[config.mk]
export PLATFORM = sky130hd
export DESIGN_NAME = openadc_top
export DESIGN_NICKNAME = d
export VERILOG_FILES = /design/src/openadc_pkg.sv /design/src/openadc_cfg_if.sv /design/src/openadc_top.sv /design/src/openadc_ctrl.sv /design/src/adc_level_trigger.sv /design/src/extclk_monitor.sv /design/src/heartbeat_timer.sv
export VERILOG_INCLUDE_DIRS = /design/src /design/src/src
export SDC_FILE = /design/constraint.sdc
export NUM_CORES = 1
export LEC_CHECK = 0
export ABC_AREA = 1
export BUFFER_PORTS_ARGS = -buffer_cell sky130_fd_sc_hd__buf_2
export CAP_MARGIN = 20
export CORE_UTILIZATION = 45
export DETAILED_ROUTE_END_ITERATION = 12
export SYNTH_ARGS = -nofsm -noshare
export SYNTH_HDL_FRONTEND = slang
export SYNTH_HIERARCHICAL = 1
export SYNTH_SLANG_ARGS = --single-unit
[constraint.sdc]
create_clock -name clk_usb -period 3.3 [get_ports clk_usb]
set_clock_uncertainty 0.1 [all_clocks]
set_input_delay 0.66 -clock clk_usb [delete_from_list [all_inputs] [get_ports clk_usb]]
set_output_delay 0.66 -clock clk_usb [all_outputs]
set_load 0.02 [all_outputs]
[src/openadc_settings.svh]
`ifndef OPENADC_SETTINGS_SVH
`define OPENADC_SETTINGS_SVH

// datapath widths
`define ADC_WIDTH         12
`define REG_ADDR_WIDTH    8
`define BYTECNT_WIDTH     7
`define FREQ_WIDTH        32

// heartbeat timer, 2**WINDOW_BIT cycles per measurement window
`define TIMER_WIDTH       14
`define WINDOW_BIT        8
`define FLASH_BIT         11
`define FLASH_GATE_BIT    13
`define LED_TIMER_BIT     12

// register map
`define ADDR_GAIN         0
`define ADDR_SETTINGS     1
`define ADDR_STATUS       2
`define ADDR_TRIG_LEVEL   3
`define ADDR_EXTCLK_FREQ  5
`define ADDR_EXTCLK_LIMIT 6

`endif
[src/openadc_pkg.sv]
`include "openadc_settings.svh"

package openadc_pkg;

   typedef enum logic [1:0] {
      ARM_IDLE      = 2'd0,
      ARM_ARMED     = 2'd1,
      ARM_TRIGGERED = 2'd2
   } arm_state_e;

   typedef enum logic [`REG_ADDR_WIDTH-1:0] {
      REG_GAIN         = `REG_ADDR_WIDTH'(`ADDR_GAIN),
      REG_SETTINGS     = `REG_ADDR_WIDTH'(`ADDR_SETTINGS),
      REG_STATUS       = `REG_ADDR_WIDTH'(`ADDR_STATUS),
      REG_TRIG_LEVEL   = `REG_ADDR_WIDTH'(`ADDR_TRIG_LEVEL),
      REG_EXTCLK_FREQ  = `REG_ADDR_WIDTH'(`ADDR_EXTCLK_FREQ),
      REG_EXTCLK_LIMIT = `REG_ADDR_WIDTH'(`ADDR_EXTCLK_LIMIT)
   } reg_addr_e;

   // settings bits 2:1
   typedef enum logic [1:0] {LED_NORMAL, LED_TIMER, LED_EXTCLK, LED_GAIN} led_sel_e;

endpackage

[src/openadc_cfg_if.sv]
`include "openadc_settings.svh"

interface openadc_cfg_if;

   // from the control module
   logic                   arm_start;        // one cycle, on entering armed
   logic                   data_source_sel;  // 1 = adc input, 0 = counter pattern
   logic [`ADC_WIDTH-1:0]  trigger_level;
   logic                   monitor_disable;
   logic [`FREQ_WIDTH-1:0] extclk_limit;

   // back from the datapath
   logic                   trigger_fire;
   logic [`FREQ_WIDTH-1:0] extclk_freq;      // edges per window
   logic                   extclk_change;    // sticky
   logic                   ext_clk_level;    // after the synchronizer

   modport ctrl (
      output arm_start,
      output data_source_sel,
      output trigger_level,
      output monitor_disable,
      output extclk_limit,
      input  trigger_fire,
      input  extclk_freq,
      input  extclk_change,
      input  ext_clk_level
   );

   modport trigger (
      input  arm_start,
      input  data_source_sel,
      input  trigger_level,
      output trigger_fire
   );

   modport monitor (
      input  monitor_disable,
      input  extclk_limit,
      output extclk_freq,
      output extclk_change,
      output ext_clk_level
   );

endinterface

[src/openadc_top.sv]
`include "openadc_settings.svh"

module openadc_top (
   input  logic                       clk_usb,
   input  logic                       reset,

   // register port
   input  logic [`REG_ADDR_WIDTH-1:0] reg_address_i,
   input  logic [`BYTECNT_WIDTH-1:0]  reg_bytecnt_i,
   input  logic [7:0]                 reg_datai_i,
   input  logic                       reg_read_i,
   input  logic                       reg_write_i,
   output logic [7:0]                 reg_datao_o,

   input  logic [`ADC_WIDTH-1:0]      adc_data_i,
   input  logic                       ext_clk_i,    // sampled as data
   input  logic                       pll_status_i,

   output logic                       led_armed_o,
   output logic                       led_capture_o,
   output logic                       freq_measure_o,
   output logic                       trigger_adc_o,
   output logic                       amp_gain_o
);

   logic flash;
   logic timer_led;

   openadc_cfg_if cfg_if ();

   heartbeat_timer heartbeat_timer_inst (
      .clk_usb        (clk_usb),
      .reset          (reset),
      .freq_measure_o (freq_measure_o),
      .flash_o        (flash),
      .timer_led_o    (timer_led)
   );

   openadc_ctrl openadc_ctrl_inst (
      .clk_usb        (clk_usb),
      .reset          (reset),
      .reg_address_i  (reg_address_i),
      .reg_bytecnt_i  (reg_bytecnt_i),
      .reg_datai_i    (reg_datai_i),
      .reg_read_i     (reg_read_i),
      .reg_write_i    (reg_write_i),
      .pll_status_i   (pll_status_i),
      .freq_measure_i (freq_measure_o),
      .flash_i        (flash),
      .timer_led_i    (timer_led),
      .cfg            (cfg_if.ctrl),
      .reg_datao_o    (reg_datao_o),
      .led_armed_o    (led_armed_o),
      .led_capture_o  (led_capture_o),
      .amp_gain_o     (amp_gain_o)
   );

   extclk_monitor extclk_monitor_inst (
      .clk_usb        (clk_usb),
      .reset          (reset),
      .ext_clk_i      (ext_clk_i),
      .freq_measure_i (freq_measure_o),
      .cfg            (cfg_if.monitor)
   );

   adc_level_trigger adc_level_trigger_inst (
      .clk_usb        (clk_usb),
      .reset          (reset),
      .adc_data_i     (adc_data_i),
      .cfg            (cfg_if.trigger),
      .trigger_adc_o  (trigger_adc_o)
   );

endmodule

[src/openadc_ctrl.sv]
`include "openadc_settings.svh"

module openadc_ctrl (
   input  logic                      clk_usb,
   input  logic                      reset,
   input  logic [`REG_ADDR_WIDTH-1:0] reg_address_i,
   input  logic [`BYTECNT_WIDTH-1:0] reg_bytecnt_i,
   input  logic [7:0]                reg_datai_i,
   input  logic                      reg_read_i,
   input  logic                      reg_write_i,
   input  logic                      pll_status_i,
   input  logic                      freq_measure_i,
   input  logic                      flash_i,
   input  logic                      timer_led_i,
   openadc_cfg_if.ctrl               cfg,
   output logic [7:0]                reg_datao_o,
   output logic                      led_armed_o,
   output logic                      led_capture_o,
   output logic                      amp_gain_o
);

   localparam int FREQ_BYTES = `FREQ_WIDTH / 8;

   openadc_pkg::reg_addr_e  reg_addr;
   openadc_pkg::arm_state_e state;
   openadc_pkg::led_sel_e   led_sel;

   logic [7:0]             settings;
   logic [7:0]             gain;
   logic [`ADC_WIDTH-1:0]  trig_level;
   logic [`FREQ_WIDTH-1:0] limit;
   logic [15:0]            level_word;
   logic [7:0]             status;
   logic [7:0]             rd_byte;
   logic [8:0]             pwm_acc;
   logic                   byte_zero;
   logic                   settings_wr;
   logic                   arm_set;
   logic                   arm_clr;
   logic                   arm_start_q;
   logic                   window_q;
   logic                   change_flag;

   assign reg_addr    = openadc_pkg::reg_addr_e'(reg_address_i);
   assign byte_zero   = (reg_bytecnt_i == '0);
   assign settings_wr = reg_write_i && byte_zero && (reg_addr == openadc_pkg::REG_SETTINGS);
   assign arm_set     = settings_wr && reg_datai_i[0] && !settings[0]; // 0 -> 1 only
   assign arm_clr     = settings_wr && !reg_datai_i[0];

   always_ff @(posedge clk_usb) begin
      if (reset) begin
         settings   <= '0;
         gain       <= '0;
         trig_level <= '0;
         limit      <= '0;
      end
      else if (reg_write_i) begin
         case (reg_addr)
            openadc_pkg::REG_SETTINGS: if (byte_zero) settings <= reg_datai_i;
            openadc_pkg::REG_GAIN:     if (byte_zero) gain <= reg_datai_i;
            openadc_pkg::REG_TRIG_LEVEL: begin
               if (byte_zero)
                  trig_level[7:0] <= reg_datai_i;
               else if (reg_bytecnt_i == 1)
                  trig_level[`ADC_WIDTH-1:8] <= reg_datai_i[`ADC_WIDTH-9:0]; // upper nibble
            end
            openadc_pkg::REG_EXTCLK_LIMIT: begin
               if (reg_bytecnt_i < FREQ_BYTES)
                  limit[8*reg_bytecnt_i[1:0] +: 8] <= reg_datai_i; // little endian
            end
            default: ;
         endcase
      end
   end

   // arm machine
   always_ff @(posedge clk_usb) begin
      if (reset) begin
         state       <= openadc_pkg::ARM_IDLE;
         arm_start_q <= 1'b0;
      end
      else begin
         arm_start_q <= 1'b0;
         case (state)
            openadc_pkg::ARM_IDLE: begin
               if (arm_set) begin
                  state       <= openadc_pkg::ARM_ARMED;
                  arm_start_q <= 1'b1;
               end
            end
            openadc_pkg::ARM_ARMED: begin
               if (arm_clr)
                  state <= openadc_pkg::ARM_IDLE;
               else if (cfg.trigger_fire)
                  state <= openadc_pkg::ARM_TRIGGERED;
            end
            openadc_pkg::ARM_TRIGGERED: if (arm_clr) state <= openadc_pkg::ARM_IDLE;
            default: state <= openadc_pkg::ARM_IDLE;
         endcase
      end
   end

   // monitor flag is picked up right after each window closes
   always_ff @(posedge clk_usb) begin
      if (reset) begin
         window_q    <= 1'b0;
         change_flag <= 1'b0;
      end
      else begin
         window_q <= freq_measure_i;
         if (settings[3])
            change_flag <= 1'b0;
         else if (window_q)
            change_flag <= cfg.extclk_change;
      end
   end

   // gain pwm, carry out is the output
   always_ff @(posedge clk_usb) begin
      if (reset)
         pwm_acc <= '0;
      else
         pwm_acc <= pwm_acc[7:0] + gain;
   end
   assign amp_gain_o = pwm_acc[8];

   assign status     = {4'b0, pll_status_i, change_flag,
                        state == openadc_pkg::ARM_TRIGGERED,
                        state == openadc_pkg::ARM_ARMED};
   assign level_word = 16'(trig_level);

   always_comb begin
      rd_byte = '0;
      if (reg_read_i) begin
         case (reg_addr)
            openadc_pkg::REG_SETTINGS: if (byte_zero) rd_byte = settings;
            openadc_pkg::REG_STATUS:   if (byte_zero) rd_byte = status;
            openadc_pkg::REG_GAIN:     if (byte_zero) rd_byte = gain;
            openadc_pkg::REG_TRIG_LEVEL: begin
               if (reg_bytecnt_i < 2)
                  rd_byte = level_word[8*reg_bytecnt_i[0] +: 8];
            end
            openadc_pkg::REG_EXTCLK_FREQ: begin
               if (reg_bytecnt_i < FREQ_BYTES)
                  rd_byte = cfg.extclk_freq[8*reg_bytecnt_i[1:0] +: 8];
            end
            openadc_pkg::REG_EXTCLK_LIMIT: begin
               if (reg_bytecnt_i < FREQ_BYTES)
                  rd_byte = limit[8*reg_bytecnt_i[1:0] +: 8];
            end
            default: rd_byte = '0;
         endcase
      end
   end
   assign reg_datao_o = rd_byte;

   assign led_sel = openadc_pkg::led_sel_e'(settings[2:1]);

   always_comb begin
      led_armed_o   = status[0];
      led_capture_o = status[1];
      if (change_flag) begin
         // clock changed, flash both until cleared
         led_armed_o   = flash_i;
         led_capture_o = flash_i;
      end
      else begin
         case (led_sel)
            openadc_pkg::LED_NORMAL: ;
            openadc_pkg::LED_TIMER: begin
               led_armed_o   = timer_led_i;
               led_capture_o = flash_i;
            end
            openadc_pkg::LED_EXTCLK: begin
               led_armed_o   = cfg.ext_clk_level;
               led_capture_o = cfg.extclk_change; // raw flag, ahead of status
            end
            openadc_pkg::LED_GAIN: begin
               led_armed_o   = pwm_acc[8];
               led_capture_o = status[0];
            end
         endcase
      end
   end

   assign cfg.arm_start       = arm_start_q;
   assign cfg.data_source_sel = settings[4];
   assign cfg.monitor_disable = settings[3];
   assign cfg.trigger_level   = trig_level;
   assign cfg.extclk_limit    = limit;

endmodule

[src/adc_level_trigger.sv]
`include "openadc_settings.svh"

module adc_level_trigger (
   input  logic                  clk_usb,
   input  logic                  reset,
   input  logic [`ADC_WIDTH-1:0] adc_data_i,
   openadc_cfg_if.trigger        cfg,
   output logic                  trigger_adc_o
);

   logic [`ADC_WIDTH-1:0] pattern_cnt;  // test ramp
   logic [`ADC_WIDTH-1:0] sample_pre;
   logic [`ADC_WIDTH-1:0] sample;
   logic                  allowed;
   logic                  level_hit;
   logic                  fire;

   always_ff @(posedge clk_usb) begin
      if (reset)
         pattern_cnt <= '0;
      else
         pattern_cnt <= pattern_cnt + 1'b1;
   end

   // two sample stages ahead of the compare
   always_ff @(posedge clk_usb) begin
      sample_pre <= cfg.data_source_sel ? adc_data_i : pattern_cnt;
      sample     <= sample_pre;
   end

   // msb of the level picks the direction
   assign level_hit = cfg.trigger_level[`ADC_WIDTH-1] ? (sample > cfg.trigger_level)
                                                      : (sample < cfg.trigger_level);
   assign fire = allowed & level_hit;

   always_ff @(posedge clk_usb) begin
      if (reset) begin
         allowed       <= 1'b0;
         trigger_adc_o <= 1'b0;
      end
      else begin
         trigger_adc_o <= fire;
         if (fire)
            allowed <= 1'b0;   // single shot per arm
         else if (cfg.arm_start)
            allowed <= 1'b1;
      end
   end

   assign cfg.trigger_fire = trigger_adc_o;

endmodule

[src/extclk_monitor.sv]
`include "openadc_settings.svh"

module extclk_monitor (
   input  logic          clk_usb,
   input  logic          reset,
   input  logic          ext_clk_i,
   input  logic          freq_measure_i,
   openadc_cfg_if.monitor cfg
);

   logic [1:0]             ext_sync;  // two flop synchronizer
   logic                   ext_prev;
   logic                   ext_rise;
   logic [`FREQ_WIDTH-1:0] edge_cnt;
   logic [`FREQ_WIDTH-1:0] freq;
   logic [`FREQ_WIDTH-1:0] freq_diff;
   logic                   change;

   assign ext_rise = ext_sync[1] & ~ext_prev;

   always_ff @(posedge clk_usb) begin
      if (reset) begin
         ext_sync <= '0;
         ext_prev <= 1'b0;
      end
      else begin
         ext_sync <= {ext_sync[0], ext_clk_i};
         ext_prev <= ext_sync[1];
      end
   end

   // edges counted over one window, then latched
   always_ff @(posedge clk_usb) begin
      if (reset) begin
         edge_cnt <= '0;
         freq     <= '0;
      end
      else if (freq_measure_i) begin
         freq     <= edge_cnt;
         edge_cnt <= `FREQ_WIDTH'(ext_rise); // an edge here opens the next window
      end
      else if (ext_rise) begin
         edge_cnt <= edge_cnt + 1'b1;
      end
   end

   assign freq_diff = (freq > edge_cnt) ? freq - edge_cnt : edge_cnt - freq;

   // sticky until monitoring is switched off
   always_ff @(posedge clk_usb) begin
      if (reset)
         change <= 1'b0;
      else if (cfg.monitor_disable)
         change <= 1'b0;
      else if (freq_measure_i && (freq != '0) && (freq_diff > cfg.extclk_limit))
         change <= 1'b1;
   end

   assign cfg.extclk_freq   = freq;
   assign cfg.extclk_change = change;
   assign cfg.ext_clk_level = ext_sync[1];

endmodule

[src/heartbeat_timer.sv]
`include "openadc_settings.svh"

module heartbeat_timer (
   input  logic clk_usb,
   input  logic reset,
   output logic freq_measure_o,
   output logic flash_o,
   output logic timer_led_o
);

   logic [`TIMER_WIDTH-1:0] timer;
   logic                    window_q; // last value of the window bit

   always_ff @(posedge clk_usb) begin
      if (reset) begin
         timer          <= '0;
         window_q       <= 1'b0;
         freq_measure_o <= 1'b0;
      end
      else begin
         timer    <= timer + 1'b1;
         window_q <= timer[`WINDOW_BIT];
         // every toggle of the window bit closes a window
         freq_measure_o <= (timer[`WINDOW_BIT] != window_q);
      end
   end

   // slow blink, only refreshed in the upper half of the timer period
   always_ff @(posedge clk_usb) begin
      if (reset)
         flash_o <= 1'b0;
      else if (timer[`FLASH_GATE_BIT])
         flash_o <= ~timer[`FLASH_BIT];
   end

   assign timer_led_o = timer[`LED_TIMER_BIT];

endmodule

After elaboration in Yosys (flattened, before gate mapping)
Index checks and enable logic that the tools add are counted.

storage, ports and cells
  flip-flop bits (word level) = 197
  output and inout bits = 13
  logic and storage cells = 112

cells by class
  add/subtract/negate cells = 7
  magnitude comparators = 6
  eq/ne operators = 15
  shift-type cells = 5
  multiplexer cells = 24
  bitwise operators = 6
  reductions and logical operators = 24

operators with widths
  kind                     number
  $gt 32x32->1             2
  $shiftx 32x6->8          2
  $sub 32x32->32           2
  $mux 8                   6
  $pmux 8 s6               1
  $neg 5->34               1
  $shift 8x34->32 const A  1
  $shiftx 8x34->32         1
  $add 32x1->32 const B    1
  $bwmux 32                1
  $mux 32                  1
  $reduce_bool 32->1       1
  $eq 8x2->1 const B       2
  $eq 8x3->1 const B       2
  $shiftx 16x5->8          1
  $reduce_and 3->1         5
  $add 14x1->14 const B    1
  $add 12x1->12 const B    1
  $gt 12x12->1             1
  $lt 12x12->1             1
  $mux 12                  1
  $add 8x8->9              1
  $eq 8x1->1 const B       1
  $logic_not 8->1          1
  23 further kinds         49

Depth between registers and ports, before layout
Gate-level depths: netlist of run 1.

  depth after elaboration = 7
  depth in mapped cells = 30
  mapped depth without buffers = 29

Hierarchy
Netlist of run 1, hierarchy kept.

modules (own cells, without submodules)
  module             instances  cells each  area an instance (um^2)
  extclk_monitor     1          1620        8834.7
  openadc_ctrl       1          673         4296.6
  adc_level_trigger  1          193         1559.0
  heartbeat_timer    1          108         774.5

Worst setup path before layout of run 1
No wires, ideal clock.

  path type = reg-to-reg
  start = register extclk_monitor_inst.edge_cnt[0]
  end = register extclk_monitor_inst.change (netlist: extclk_monitor_inst/cfg.extclk_change)
  setup time = 0.116 ns
  arrival time = 2.900 ns
  path slack = 0.184 ns
  stages on the path, launching flop included = 25
  path buffers = 1
  period minus slack after synthesis = 3.116 ns
  cell sequence = dfxtp_1 ha_1 inv_1 fa_1 nand3_1 nand3_1 nand2_1 nand2_1 nand2_2 nand2_4 nand2_4 nand2_1 nand2_2 buf_6 nand2_1 nand2_1 inv_1 ha_1 nand2_1 nor2_1 nand4_1 nor3_1 nor2_1 nand2_1 a21oi_1

between the ends
  longest elaborated chain between the ends = 4
  elaborated cells on any way between the ends = 6
  those cells by class = 2 x add/sub; 2 x order compare; 1 x mux; 1 x reduce/logical

RTL lines
  element                                         RTL line              text
  start: declaration                              extclk_monitor.sv:14  logic [`FREQ_WIDTH-1:0] edge_cnt;
  start signal: assignment                        extclk_monitor.sv:40  edge_cnt <= `FREQ_WIDTH'(ext_rise);
  start signal: assignment                        extclk_monitor.sv:43  edge_cnt <= edge_cnt + 1'b1;
  $sub 32x32->32 or $gt 32x32->1 (tied branches)  extclk_monitor.sv:47  assign freq_diff = (freq > edge_cnt) ? freq - edge_cnt : edge_cnt - freq;
  $mux 32 (*)                                     extclk_monitor.sv:47
  $gt 32x32->1 (*)                                extclk_monitor.sv:55  else if (freq_measure_i && (freq != '0) && (freq_diff > cfg.extclk_limit))
  $logic_and 1x1->1 (*)                           extclk_monitor.sv:55
  end signal: assignment                          extclk_monitor.sv:52  change <= 1'b0;
  end signal: assignment                          extclk_monitor.sv:54  change <= 1'b0;
  end signal: assignment                          extclk_monitor.sv:56  change <= 1'b1;
  end: declaration                                extclk_monitor.sv:17  logic change;

Mark *: on every way between the ends. The rest lies on a longest branch, timed or not.
A chain may end at the register's enable or synchronous reset.

Worst setup path after layout of run 1
  start = register extclk_monitor_inst.edge_cnt[30]
  end = register extclk_monitor_inst.change (netlist: extclk_monitor_inst/cfg.extclk_change)

The elaborated chain is that of the path after synthesis.

==> flow_metrics.py, run 1 <==
metrics = {
    "run_status": {
        "outcome": "complete, but fails checks",
        "violations": "negative setup slack",
    },
    "cells_and_area": {
        "diodes": 0,
        "mostFrequentLayoutCells": "nand2_1 (750), inv_1 (460), nor2_1 (246)",
        "fillers": 3487,
        "fin_util_pct": 56.18,
        "drive_gt1_share_pct": 17.54,
        "register_area_sq_um": 3975,
        "layout_commonest_cell": "nand2_1",
        "nets": 2970,
        "design_area_sq_um": 18930,
        "multi_input_area_sq_um": 10110,
        "syn2layout_area_growth_pct": 22.43,
    },
    "setup_path": {
        "worstSetupPathType": "register to register",
        "cp_top_family": "simple AND/OR/NAND/NOR gates",
        "cp_max_fo": 5,
        "critPathCapture": "extclk_monitor_inst/cfg.extclk_change",
        "critPathArrivalTime_ns": 3.57,
        "start_kind": "register",
        "r2r_start": "extclk_monitor_inst/edge_cnt[30]",
        "reg2reg_slack_ns": -0.02,
        "reg2reg_to": "extclk_monitor_inst/cfg.extclk_change",
        "worstRegToRegCells": 21,
        "startpoint": "extclk_monitor_inst/edge_cnt[30]",
        "path_depth": 21,
        "crit_path_max_incr_delay_ns": 0.54,
        "cp_common_cell": "nand2_1",
        "cp-end-kind": "register",
        "cp_slowest_cell": "dfxtp_1",
        "cp.buffers_inverters": 4,
        "required_ns": 3.55,
        "crit_chain": "ha_1 > inv_2 > nor3_4 > buf_4 > nand2_1 > nand3_2 > a21oi_4 > nand2_4 > nand2_8 > clkbuf_16 > nand2_1 > nand2_2 > inv_1 > ha_4 > nand4_1 > nor2_1 > nand3_1 > nor3_1 > nor2_1 > nand2_1 > a21oi_2",
    },
    "clocking": {
        "tritoncts": "done",
        "clkTransAtPathRegs_ns": 0.08,
        "clockBufferDepth": 2,
        "clk_latency_ns": 0.46,
        "htreeDepth": 4,
        "postCtsHoldBufs": 0,
        "cts_buffers": 17,
        "clockRootBuffer": "clkbuf_16",
        "clock_sinks": 197,
    },
    "yosys": {
        "syn_nets": 2760,
        "yosysTopAreaCell": "dfxtp_1",
        "synth_cell_types": 44,
        "syn_area_per_cell_sq_um": 5.962,
        "syn_inst": 2594,
        "synthTopCellsByArea": "dfxtp_1 (26%), nand2_1 (19%), inv_1 (11%)",
        "netlist_area_sq_um": 15460,
        "synth_top_area_share_pct": 25.50,
        "yosysSeqAreaShare_pct": 25.50,
        "synth-seq-cells": 197,
        "yosys_warnings": 6,
    },
    "place": {
        "place_area_sq_um": 17470,
        "post-place-ws_ns": -0.1033,
        "dpl.hpwl_mm": 44.24,
        "gp_congestion": 0.9749,
        "port_buffers": 53,
    },
    "grt": {
        "grt_pass1_wl_mm": 83.57,
        "grt_max_degree": 47,
        "grt-ovfl-total": 0,
        "grt_pass1_vias": 15650,
        "grtUsageTotal_pct": 30.41,
        "antenna_found_initial": 0,
    },
    "power_and_ir_drop": {
        "p_per_area_nw_per_um2": 278.8,
        "leakagePower_uw": 0.009368,
        "peakVddDrop_mv": 0.3688,
    },
    "die": {
        "coreArea_sq_um": 33700,
        "rows": 67,
        "num_io_pins": 54,
        "start_util_pct": 45.89,
        "dieWidth_microns": 187.4,
        "die_area_sq_um": 35110,
        "dieHeight_microns": 187.4,
    },
    "sta": {
        "finalHoldViolCount": 0,
        "max_freq_ghz": 0.3012,
        "drv_slew": 0,
        "worst_slack_ns": -0.02047,
        "slew_headroom_pct": 37.08,
        "report.final.setup_viol": 1,
        "fin_crit_sh_pct": 100.6,
        "tns_ns": -0.02047,
        "rsz0062_at_grt": "true",
        "worst_pin_slew_ns": 0.9427,
        "fin_crit_ns": 3.320,
    },
    "routing": {
        "viasPerCell": 5.190,
        "ant_nets": 0,
        "vias": 16940,
        "drc": 0,
        "routed_wl_mm": 53.91,
        "avgRoutedWirePerCell_microns": 16.51,
        "dr.pass1.iters": 6,
        "initialDrtViolationCount": 1193,
    },
    "worst_hold_path": {
        "hp-class": "register to register",
    },
    "job": {
        "cap_viol_max_count": 0,
    },
}
-- repair_timing --
action,CTS,global route
buffers inserted,1,3
setup endpoints to repair,1,1
gates cloned,1,2
pin swaps,11,32
resized for setup,36,144
-- power breakdown --
part           internal, uW  switching [uW]  total [uW]
registers              2390            11.2        2400
clock network          1020            1040        2060
logic                   321             501         821
-- registers in the layout (all words and copies together) (netlist names), 12 cells and up --
register and count:
adc_level_trigger_inst/pattern_cnt 12, adc_level_trigger_inst/sample 12, adc_level_trigger_inst/sample_pre 12, extclk_monitor_inst/cfg.extclk_freq 32, extclk_monitor_inst/edge_cnt 32, heartbeat_timer_inst/timer 14, openadc_ctrl_inst/cfg.extclk_limit 32, openadc_ctrl_inst/cfg.trigger_level 12
-- cell families after synthesis --
kind of cell	after synthesis	share of synthesized area, %
compound gates	397	13.33
fa+ha+maj	125	10.26
flops	197	25.50
xor+xnor	38	2.152
simple gates	1291	34.94
buf+inv	546	13.81
-- metal layers --
metal	GRT usage (%)	routed length, microns	up-vias
met5	0	0	-
met4	8.630	1424	0
met3	4.184	3616	79
met2	49.17	24100	526
met1	42.06	24770	7840
li1	-	-	8499
-- cell usage after synthesis (all sizes together) --
library cell,number
ha,122
nor2,285
nand4,36
o22ai,3
nand3b,2
a21boi,1
a31oi,1
dfxtp,197
nor4,25
o21ai,177
a21oi,194
nand2,800
nor3b,1
a211oi,10
inv,482
o21bai,2
clkbuf,36
xnor2,6
buf,26
a21o,4
fa,3
and2,1
nor3,31
xor2,32
o21a,3
o211ai,2
clkinv,2
nand3,107
or2,3
-- worst min path at each step --
stage / start / slack, ns / end / depth (start not counted)
global placement: adc_level_trigger_inst/sample_pre[9] / 0.21 / adc_level_trigger_inst/sample[9] / 0
finish: adc_level_trigger_inst/sample_pre[4] / 0.22 / adc_level_trigger_inst/sample[4] / 0
global route: adc_level_trigger_inst/sample_pre[4] / 0.23 / adc_level_trigger_inst/sample[4] / 0
CTS: adc_level_trigger_inst/sample_pre[8] / 0.22 / adc_level_trigger_inst/sample[8] / 0
detailed placement: adc_level_trigger_inst/sample_pre[11] / 0.21 / adc_level_trigger_inst/sample[11] / 0
floorplan: adc_level_trigger_inst/sample_pre[0] / 0.21 / adc_level_trigger_inst/sample[0] / 0
-- stage by stage --
stage | hold WS, ns | total power [uW] | instances
after detailed placement | 0.2121 | 3178 | 3226
after floorplan | 0.2096 | 2940 | 2594
after global placement | 0.2118 | 3169 | 3226
final | 0.2167 | 5279 | 3265
after global routing | 0.2290 | 5525 | 3265
after CTS | 0.2203 | 5261 | 3260
-- area by class of cell --
type                            count  area share, %
Timing Repair Buffer              253          9.985
Inverter                          484          9.609
Clock inverter                     14         0.7468
Multi-Input combinational cell   1851          53.38
Sequential cell                   197          21.00
Tap cell                          448          2.961
Clock buffer                       18          2.320
(Power assumes the default switching activity.)
==> inputs of run 2 (changes only) <==
--- a/config.mk
+++ b/config.mk
@@ -7,10 +7,13 @@
 export NUM_CORES = 1
 export LEC_CHECK = 0
 export ABC_AREA = 1
+export ABC_CLOCK_PERIOD_IN_PS = 3300
 export BUFFER_PORTS_ARGS = -buffer_cell sky130_fd_sc_hd__buf_2
 export CAP_MARGIN = 20
 export CORE_UTILIZATION = 45
+export CTS_CLUSTER_DIAMETER = 40
 export DETAILED_ROUTE_END_ITERATION = 12
+export SETUP_SLACK_MARGIN = 0.3
 export SYNTH_ARGS = -nofsm -noshare
 export SYNTH_HDL_FRONTEND = slang
 export SYNTH_HIERARCHICAL = 1
==> flow_metrics.py, run 2 (same netlist as run 1, synthesis figures left out) <==
metrics = {
    "run_status": {
        "outcome": "finished, final reports clean",
    },
    "clocking": {
        "tritoncts": "done",
        "clockBufferDepth": 2,
        "cts_buffers": 17,
        "clk_latency_ns": 0.45,
        "clock_sinks": 197,
        "postCtsHoldBufs": 0,
        "htreeDepth": 4,
        "clkTransAtPathRegs_ns": 0.08,
        "clockRootBuffer": "clkbuf_16",
    },
    "setup_path": {
        "required_ns": 3.60,
        "cp_top_family": "simple AND/OR/NAND/NOR gates",
        "cp_common_cell": "nand2_1",
        "start_kind": "register",
        "cp_max_fo": 12,
        "cp_slowest_cell": "dfxtp_2",
        "cp.buffers_inverters": 6,
        "crit_path_max_incr_delay_ns": 0.35,
        "cp-end-kind": "register",
        "worstSetupPathType": "register to register",
        "critPathArrivalTime_ns": 3.54,
        "crit_chain": "inv_2 > ha_4 > nand2_2 > nor3_2 > nand2_2 > inv_2 > a21oi_4 > buf_4 > a21boi_4 > buf_12 > buf_16 > nand2_1 > nand2_1 > inv_1 > ha_1 > nand2_2 > nor2_2 > nand4_1 > a21oi_1 > nor2_1 > nand2_1 > nand2_1 > a21oi_2",
    },
    "grt": {
        "grt_max_degree": 68,
        "grt_pass1_vias": 15780,
        "grt-ovfl-total": 0,
        "antenna_found_initial": 0,
        "grt_pass1_wl_mm": 84.40,
        "grtUsageTotal_pct": 30.58,
    },
    "job": {
        "cap_viol_max_count": 0,
    },
    "routing": {
        "initialDrtViolationCount": 1467,
        "dr.pass1.iters": 7,
        "avgRoutedWirePerCell_microns": 16.57,
        "routed_wl_mm": 54.15,
        "ant_nets": 0,
        "vias": 16830,
        "viasPerCell": 5.149,
        "drc": 0,
    },
    "die": {
        "dieHeight_microns": 187.4,
        "dieWidth_microns": 187.4,
        "num_io_pins": 54,
        "coreArea_sq_um": 33700,
        "die_area_sq_um": 35110,
        "start_util_pct": 45.89,
        "rows": 67,
    },
    "sta": {
        "fin_crit_sh_pct": 98.10,
        "hold_slack_ns": 0.2248,
        "fin_crit_ns": 3.237,
        "finalHoldViolCount": 0,
        "worst_pin_slew_ns": 0.9526,
        "slew_headroom_pct": 36.43,
        "worst_slack_ns": 0.06259,
        "report.final.setup_viol": 0,
        "max_freq_ghz": 0.3089,
        "rsz0062_at_grt": "true",
        "drv_slew": 0,
    },
    "worst_hold_path": {
        "hp-class": "register to register",
    },
    "cells_and_area": {
        "fillers": 3437,
        "layout_commonest_cell": "nand2_1",
        "mostFrequentLayoutCells": "nand2_1 (742), inv_1 (448), nor2_1 (244)",
        "design_area_sq_um": 19140,
        "multi_input_area_sq_um": 10190,
        "syn2layout_area_growth_pct": 23.79,
        "fin_util_pct": 56.81,
        "register_area_sq_um": 3991,
        "nets": 2974,
        "diodes": 0,
        "drive_gt1_share_pct": 19.11,
        "finalNonFillerCells": 3268,
    },
    "place": {
        "dpl.hpwl_mm": 43.91,
        "numPlacedInstances": 3213,
        "port_buffers": 53,
        "gp_congestion": 1.000,
        "place_area_sq_um": 17470,
        "post-place-ws_ns": -0.07884,
    },
    "power_and_ir_drop": {
        "leakagePower_uw": 0.009434,
        "p_per_area_nw_per_um2": 282.5,
        "peakVddDrop_mv": 0.3534,
    },
}
==> run 2: final timing paths <==
| path | endpoint | cells after the start | slack (ns) | from |
|---|---|---|---|---|
| hold / removal | adc_level_trigger_inst/sample[2] | 0 | 0.22 | adc_level_trigger_inst/sample_pre[2] |
| hold reg to reg | adc_level_trigger_inst/sample[2] | 0 | 0.22 | adc_level_trigger_inst/sample_pre[2] |
| setup reg to reg | extclk_monitor_inst/cfg.extclk_change | 23 | 0.06 | extclk_monitor_inst/cfg.extclk_freq[28] |
| setup / recovery | extclk_monitor_inst/cfg.extclk_change | 23 | 0.06 | extclk_monitor_inst/cfg.extclk_freq[28] |
==> run 2: report_power, final <==
group | internal [uW] | switching, uW | total (uW)
Clock | 1170 | 991 | 2160
Combinational | 339 | 509 | 848
Sequential | 2390 | 10.7 | 2400
==> run 2: timing repair <==
action                                  4_1_cts  5_1_grt
gates resized for setup                      49      151
cloned                                        2        0
pin swaps                                    21       41
endpoints found under the setup margin        5        6
buffers inserted                             14        8
==> run 2: worst reg2reg max path, cell delays in order (launching register included) <==
cell,delay [ns]
dfxtp_2,0.35
inv_2,0.06
ha_4,0.28
nand2_2,0.06
nor3_2,0.24
nand2_2,0.13
inv_2,0.09
a21oi_4,0.07
buf_4,0.15
a21boi_4,0.22
buf_12,0.14
buf_16,0.12
nand2_1,0.05
nand2_1,0.06
inv_1,0.04
ha_1,0.28
nand2_2,0.06
nor2_2,0.10
nand4_1,0.17
a21oi_1,0.16
nor2_1,0.05
nand2_1,0.06
nand2_1,0.06
a21oi_2,0.10
==> run 2: layout make-up <==
| class | instances | share of cell area [%] |
|---|---|---|
| Inverter | 484 | 9.516 |
| Clock inverter | 12 | 0.7516 |
| Clock buffer | 19 | 2.366 |
| Multi-Input combinational cell | 1851 | 53.24 |
| Sequential cell | 197 | 20.85 |
| Timing Repair Buffer | 257 | 10.35 |
| Tap cell | 448 | 2.928 |
==> run 2: routing by layer <==
metal	GRT usage [%]	share of wire (%)
met3	3.846	5.5
met4	11.16	3.3
met5	0	0
met1	42.47	47
met2	48.37	44
==> run 2: through the flow <==
step	power [uW]	setup TNS, ns
after floorplan	2946	0
after global placement	3186	-0.1250
after detailed placement	3193	-0.07884
after CTS	5400	0
after global routing	5641	-0.1399
final	5409	0
==> inputs of run 3 (changes only) <==
--- a/config.mk
+++ b/config.mk
@@ -6,7 +6,6 @@
 export SDC_FILE = /design/constraint.sdc
 export NUM_CORES = 1
 export LEC_CHECK = 0
-export ABC_AREA = 1
 export ABC_CLOCK_PERIOD_IN_PS = 3300
 export BUFFER_PORTS_ARGS = -buffer_cell sky130_fd_sc_hd__buf_2
 export CAP_MARGIN = 20
==> flow_metrics.py, run 3 <==
metrics = {
    "run_status": {
        "outcome": "complete, but fails checks",
        "violations": "negative setup slack",
    },
    "cells_and_area": {
        "nets": 2033,
        "syn2layout_area_growth_pct": 24.37,
        "diodes": 0,
        "finalNonFillerCells": 2264,
        "layout_commonest_cell": "buf_4",
        "drive_gt1_share_pct": 25.11,
        "mostFrequentLayoutCells": "buf_4 (294), dfxtp_1 (191), a21oi_1 (140)",
    },
    "clocking": {
        "cts_buffers": 17,
        "clkTransAtPathRegs_ns": 0.07,
        "postCtsHoldBufs": 0,
        "clockBufferDepth": 2,
        "tritoncts": "done",
        "clock_sinks": 197,
        "clockRootBuffer": "clkbuf_16",
        "htreeDepth": 4,
        "clk_latency_ns": 0.46,
    },
    "job": {
        "cap_viol_max_count": 0,
    },
    "yosys": {
        "synth_top_area_share_pct": 29.50,
        "async_flop_share_pct": 0,
        "synthXorXnorAreaFrac_pct": 4.914,
        "synth_cell_types": 87,
        "yosys.area_share.simple_pct": 19.45,
        "netlist_area_sq_um": 13370,
        "synth-seq-cells": 197,
        "syn_nets": 1756,
        "yosys_warnings": 6,
        "synth_compound_area_share_pct": 17.83,
        "synth_top_family_by_area": "simple AND/OR/NAND/NOR gates",
        "synth_common_cells": "dfxtp_1 (197), a21oi_1 (142), nor2_1 (136)",
        "yosysMostFrequentCell": "dfxtp_1",
        "syn_inst": 1590,
        "synthTopCellsByArea": "dfxtp_1 (30%), ha_1 (11%), a21oi_1 (5.3%)",
        "synthAdderAreaFrac_pct": 11.87,
        "synth_mux_area_share_pct": 9.472,
        "yosysSeqAreaShare_pct": 29.50,
        "synth_edf_count": 0,
        "synth_ff_type": "dfxtp_1",
        "syn_area_per_cell_sq_um": 8.407,
        "yosysTopAreaCell": "dfxtp_1",
    },
    "worst_hold_path": {
        "hp-class": "register to register",
    },
    "sta": {
        "drv_slew": 0,
        "fin_crit_sh_pct": 126.3,
        "slew_headroom_pct": 48.18,
        "report.final.setup_viol": 1,
        "fin_crit_ns": 4.168,
        "tns_ns": -0.8683,
        "hold_slack_ns": 0.2281,
        "worst_pin_slew_ns": 0.7773,
        "rsz0062_at_grt": "true",
        "max_freq_ghz": 0.2399,
        "finalHoldViolCount": 0,
        "worst_slack_ns": -0.8683,
    },
    "place": {
        "gp_congestion": 0.9458,
        "numPlacedInstances": 2226,
        "port_buffers": 53,
        "dpl.hpwl_mm": 30.37,
    },
    "die": {
        "dieHeight_microns": 174.4,
        "start_util_pct": 46.20,
        "rows": 62,
        "die_area_sq_um": 30400,
        "coreArea_sq_um": 28940,
        "num_io_pins": 54,
        "dieWidth_microns": 174.4,
    },
    "setup_path": {
        "cp_max_fo": 4,
        "required_ns": 3.53,
        "worstSetupPathType": "register to register",
        "start_kind": "register",
        "critPathArrivalTime_ns": 4.40,
        "cp-end-kind": "register",
    },
    "grt": {
        "antenna_found_initial": 1,
        "grt_pass1_vias": 11890,
        "grt_pass1_wl_mm": 62.58,
        "grt_max_degree": 50,
        "grtUsageTotal_pct": 26.08,
        "grt-ovfl-total": 0,
    },
    "routing": {
        "dr.pass1.iters": 7,
        "routed_wl_mm": 38.96,
        "ant_nets": 0,
        "avgRoutedWirePerCell_microns": 17.21,
        "initialDrtViolationCount": 874,
        "vias": 12460,
        "viasPerCell": 5.504,
        "drc": 0,
    },
    "power_and_ir_drop": {
        "leakagePower_uw": 0.007126,
        "peakVddDrop_mv": 0.4497,
        "p_per_area_nw_per_um2": 298.9,
    },
}
## run 3: what timing repair did
action	in CTS	in global routing
gates resized for setup	10	10
setup endpoints to repair	9	8
pin swaps	12	6
buffers inserted	6	0
## run 3: where the power goes
group | switching (uW) | internal [uW] | total [uW] | leakage (uW)
registers | 10.4 | 2390 | 2400 | 0.00159
clock network | 1020 | 1150 | 2160 | 0.000282
logic | 233 | 175 | 407 | 0.00525
## run 3: area by class of cell
cell class	instances	area (sq um)
Clock buffer	19	432.9
Timing Repair Buffer	348	2527
Sequential cell	197	3951
Tap cell	384	480.5
Multi-Input combinational cell	1178	8602
Fill cell	2724	12310
Clock inverter	13	162.7
Inverter	125	469.2
## run 3: logic make-up after synthesis
kind of cell / after synthesis
xor gates and xnor gates: 75
muxes: 102
buffers and inverters: 215
AOI/OAI and AO/OA: 383
DFF: 197
and+or+nand+nor: 493
adders and majority gates: 125
## run 3: per-stage QoR
step | area (sq um) | power [uW] | utilization, % | setup WS [ns]
6_report | 16630 | 4969 | 57.46 | -0.8683
5_1_grt | 16630 | 5150 | 57.46 | -1.109
4_1_cts | 16590 | 5002 | 57.32 | -0.8707
3_5_place_dp | 15890 | 2837 | 54.91 | -0.9434
3_3_place_gp | 15890 | 2831 | 54.91 | -0.8132
2_1_floorplan | 13420 | 2693 | - | -0.6018
## run 3: metal layers
layer / vias to the layer above / GRT usage, % / wire [microns]
met2: 303 / 41.35 / 17480
li1: 6220 / - / -
met3: 50 / 4.659 / 1908
met1: 5887 / 35.74 / 18740
met4: 0 / 8.260 / 844
met5: - / 0 / 0
## run 3: worst max-delay path, cell delays in order (launching register included)
cell and delay [ns]:
dfxtp_1 0.33, inv_1 0.05, ha_1 0.31, nand4_1 0.21, nor3_2 0.26, nand4_1 0.23
or4_4 0.50, o21ai_4 0.10, buf_12 0.13, buf_4 0.11, o21ai_0 0.14, o221ai_1 0.27
xor2_1 0.25, ha_1 0.28, a21o_1 0.16, a21oi_1 0.15, o211ai_1 0.14, a221oi_2 0.28
nor4_1 0.07
## run 3: final timing paths
kind	start	endpoint	slack, ns	depth (start not counted)
max reg2reg	extclk_monitor_inst/cfg.extclk_freq[24]	extclk_monitor_inst/cfg.extclk_change	-0.87	18
min reg2reg	adc_level_trigger_inst/sample_pre[3]	adc_level_trigger_inst/sample[3]	0.23	0
min	adc_level_trigger_inst/sample_pre[3]	adc_level_trigger_inst/sample[3]	0.23	0
max	extclk_monitor_inst/cfg.extclk_freq[24]	extclk_monitor_inst/cfg.extclk_change	-0.87	18
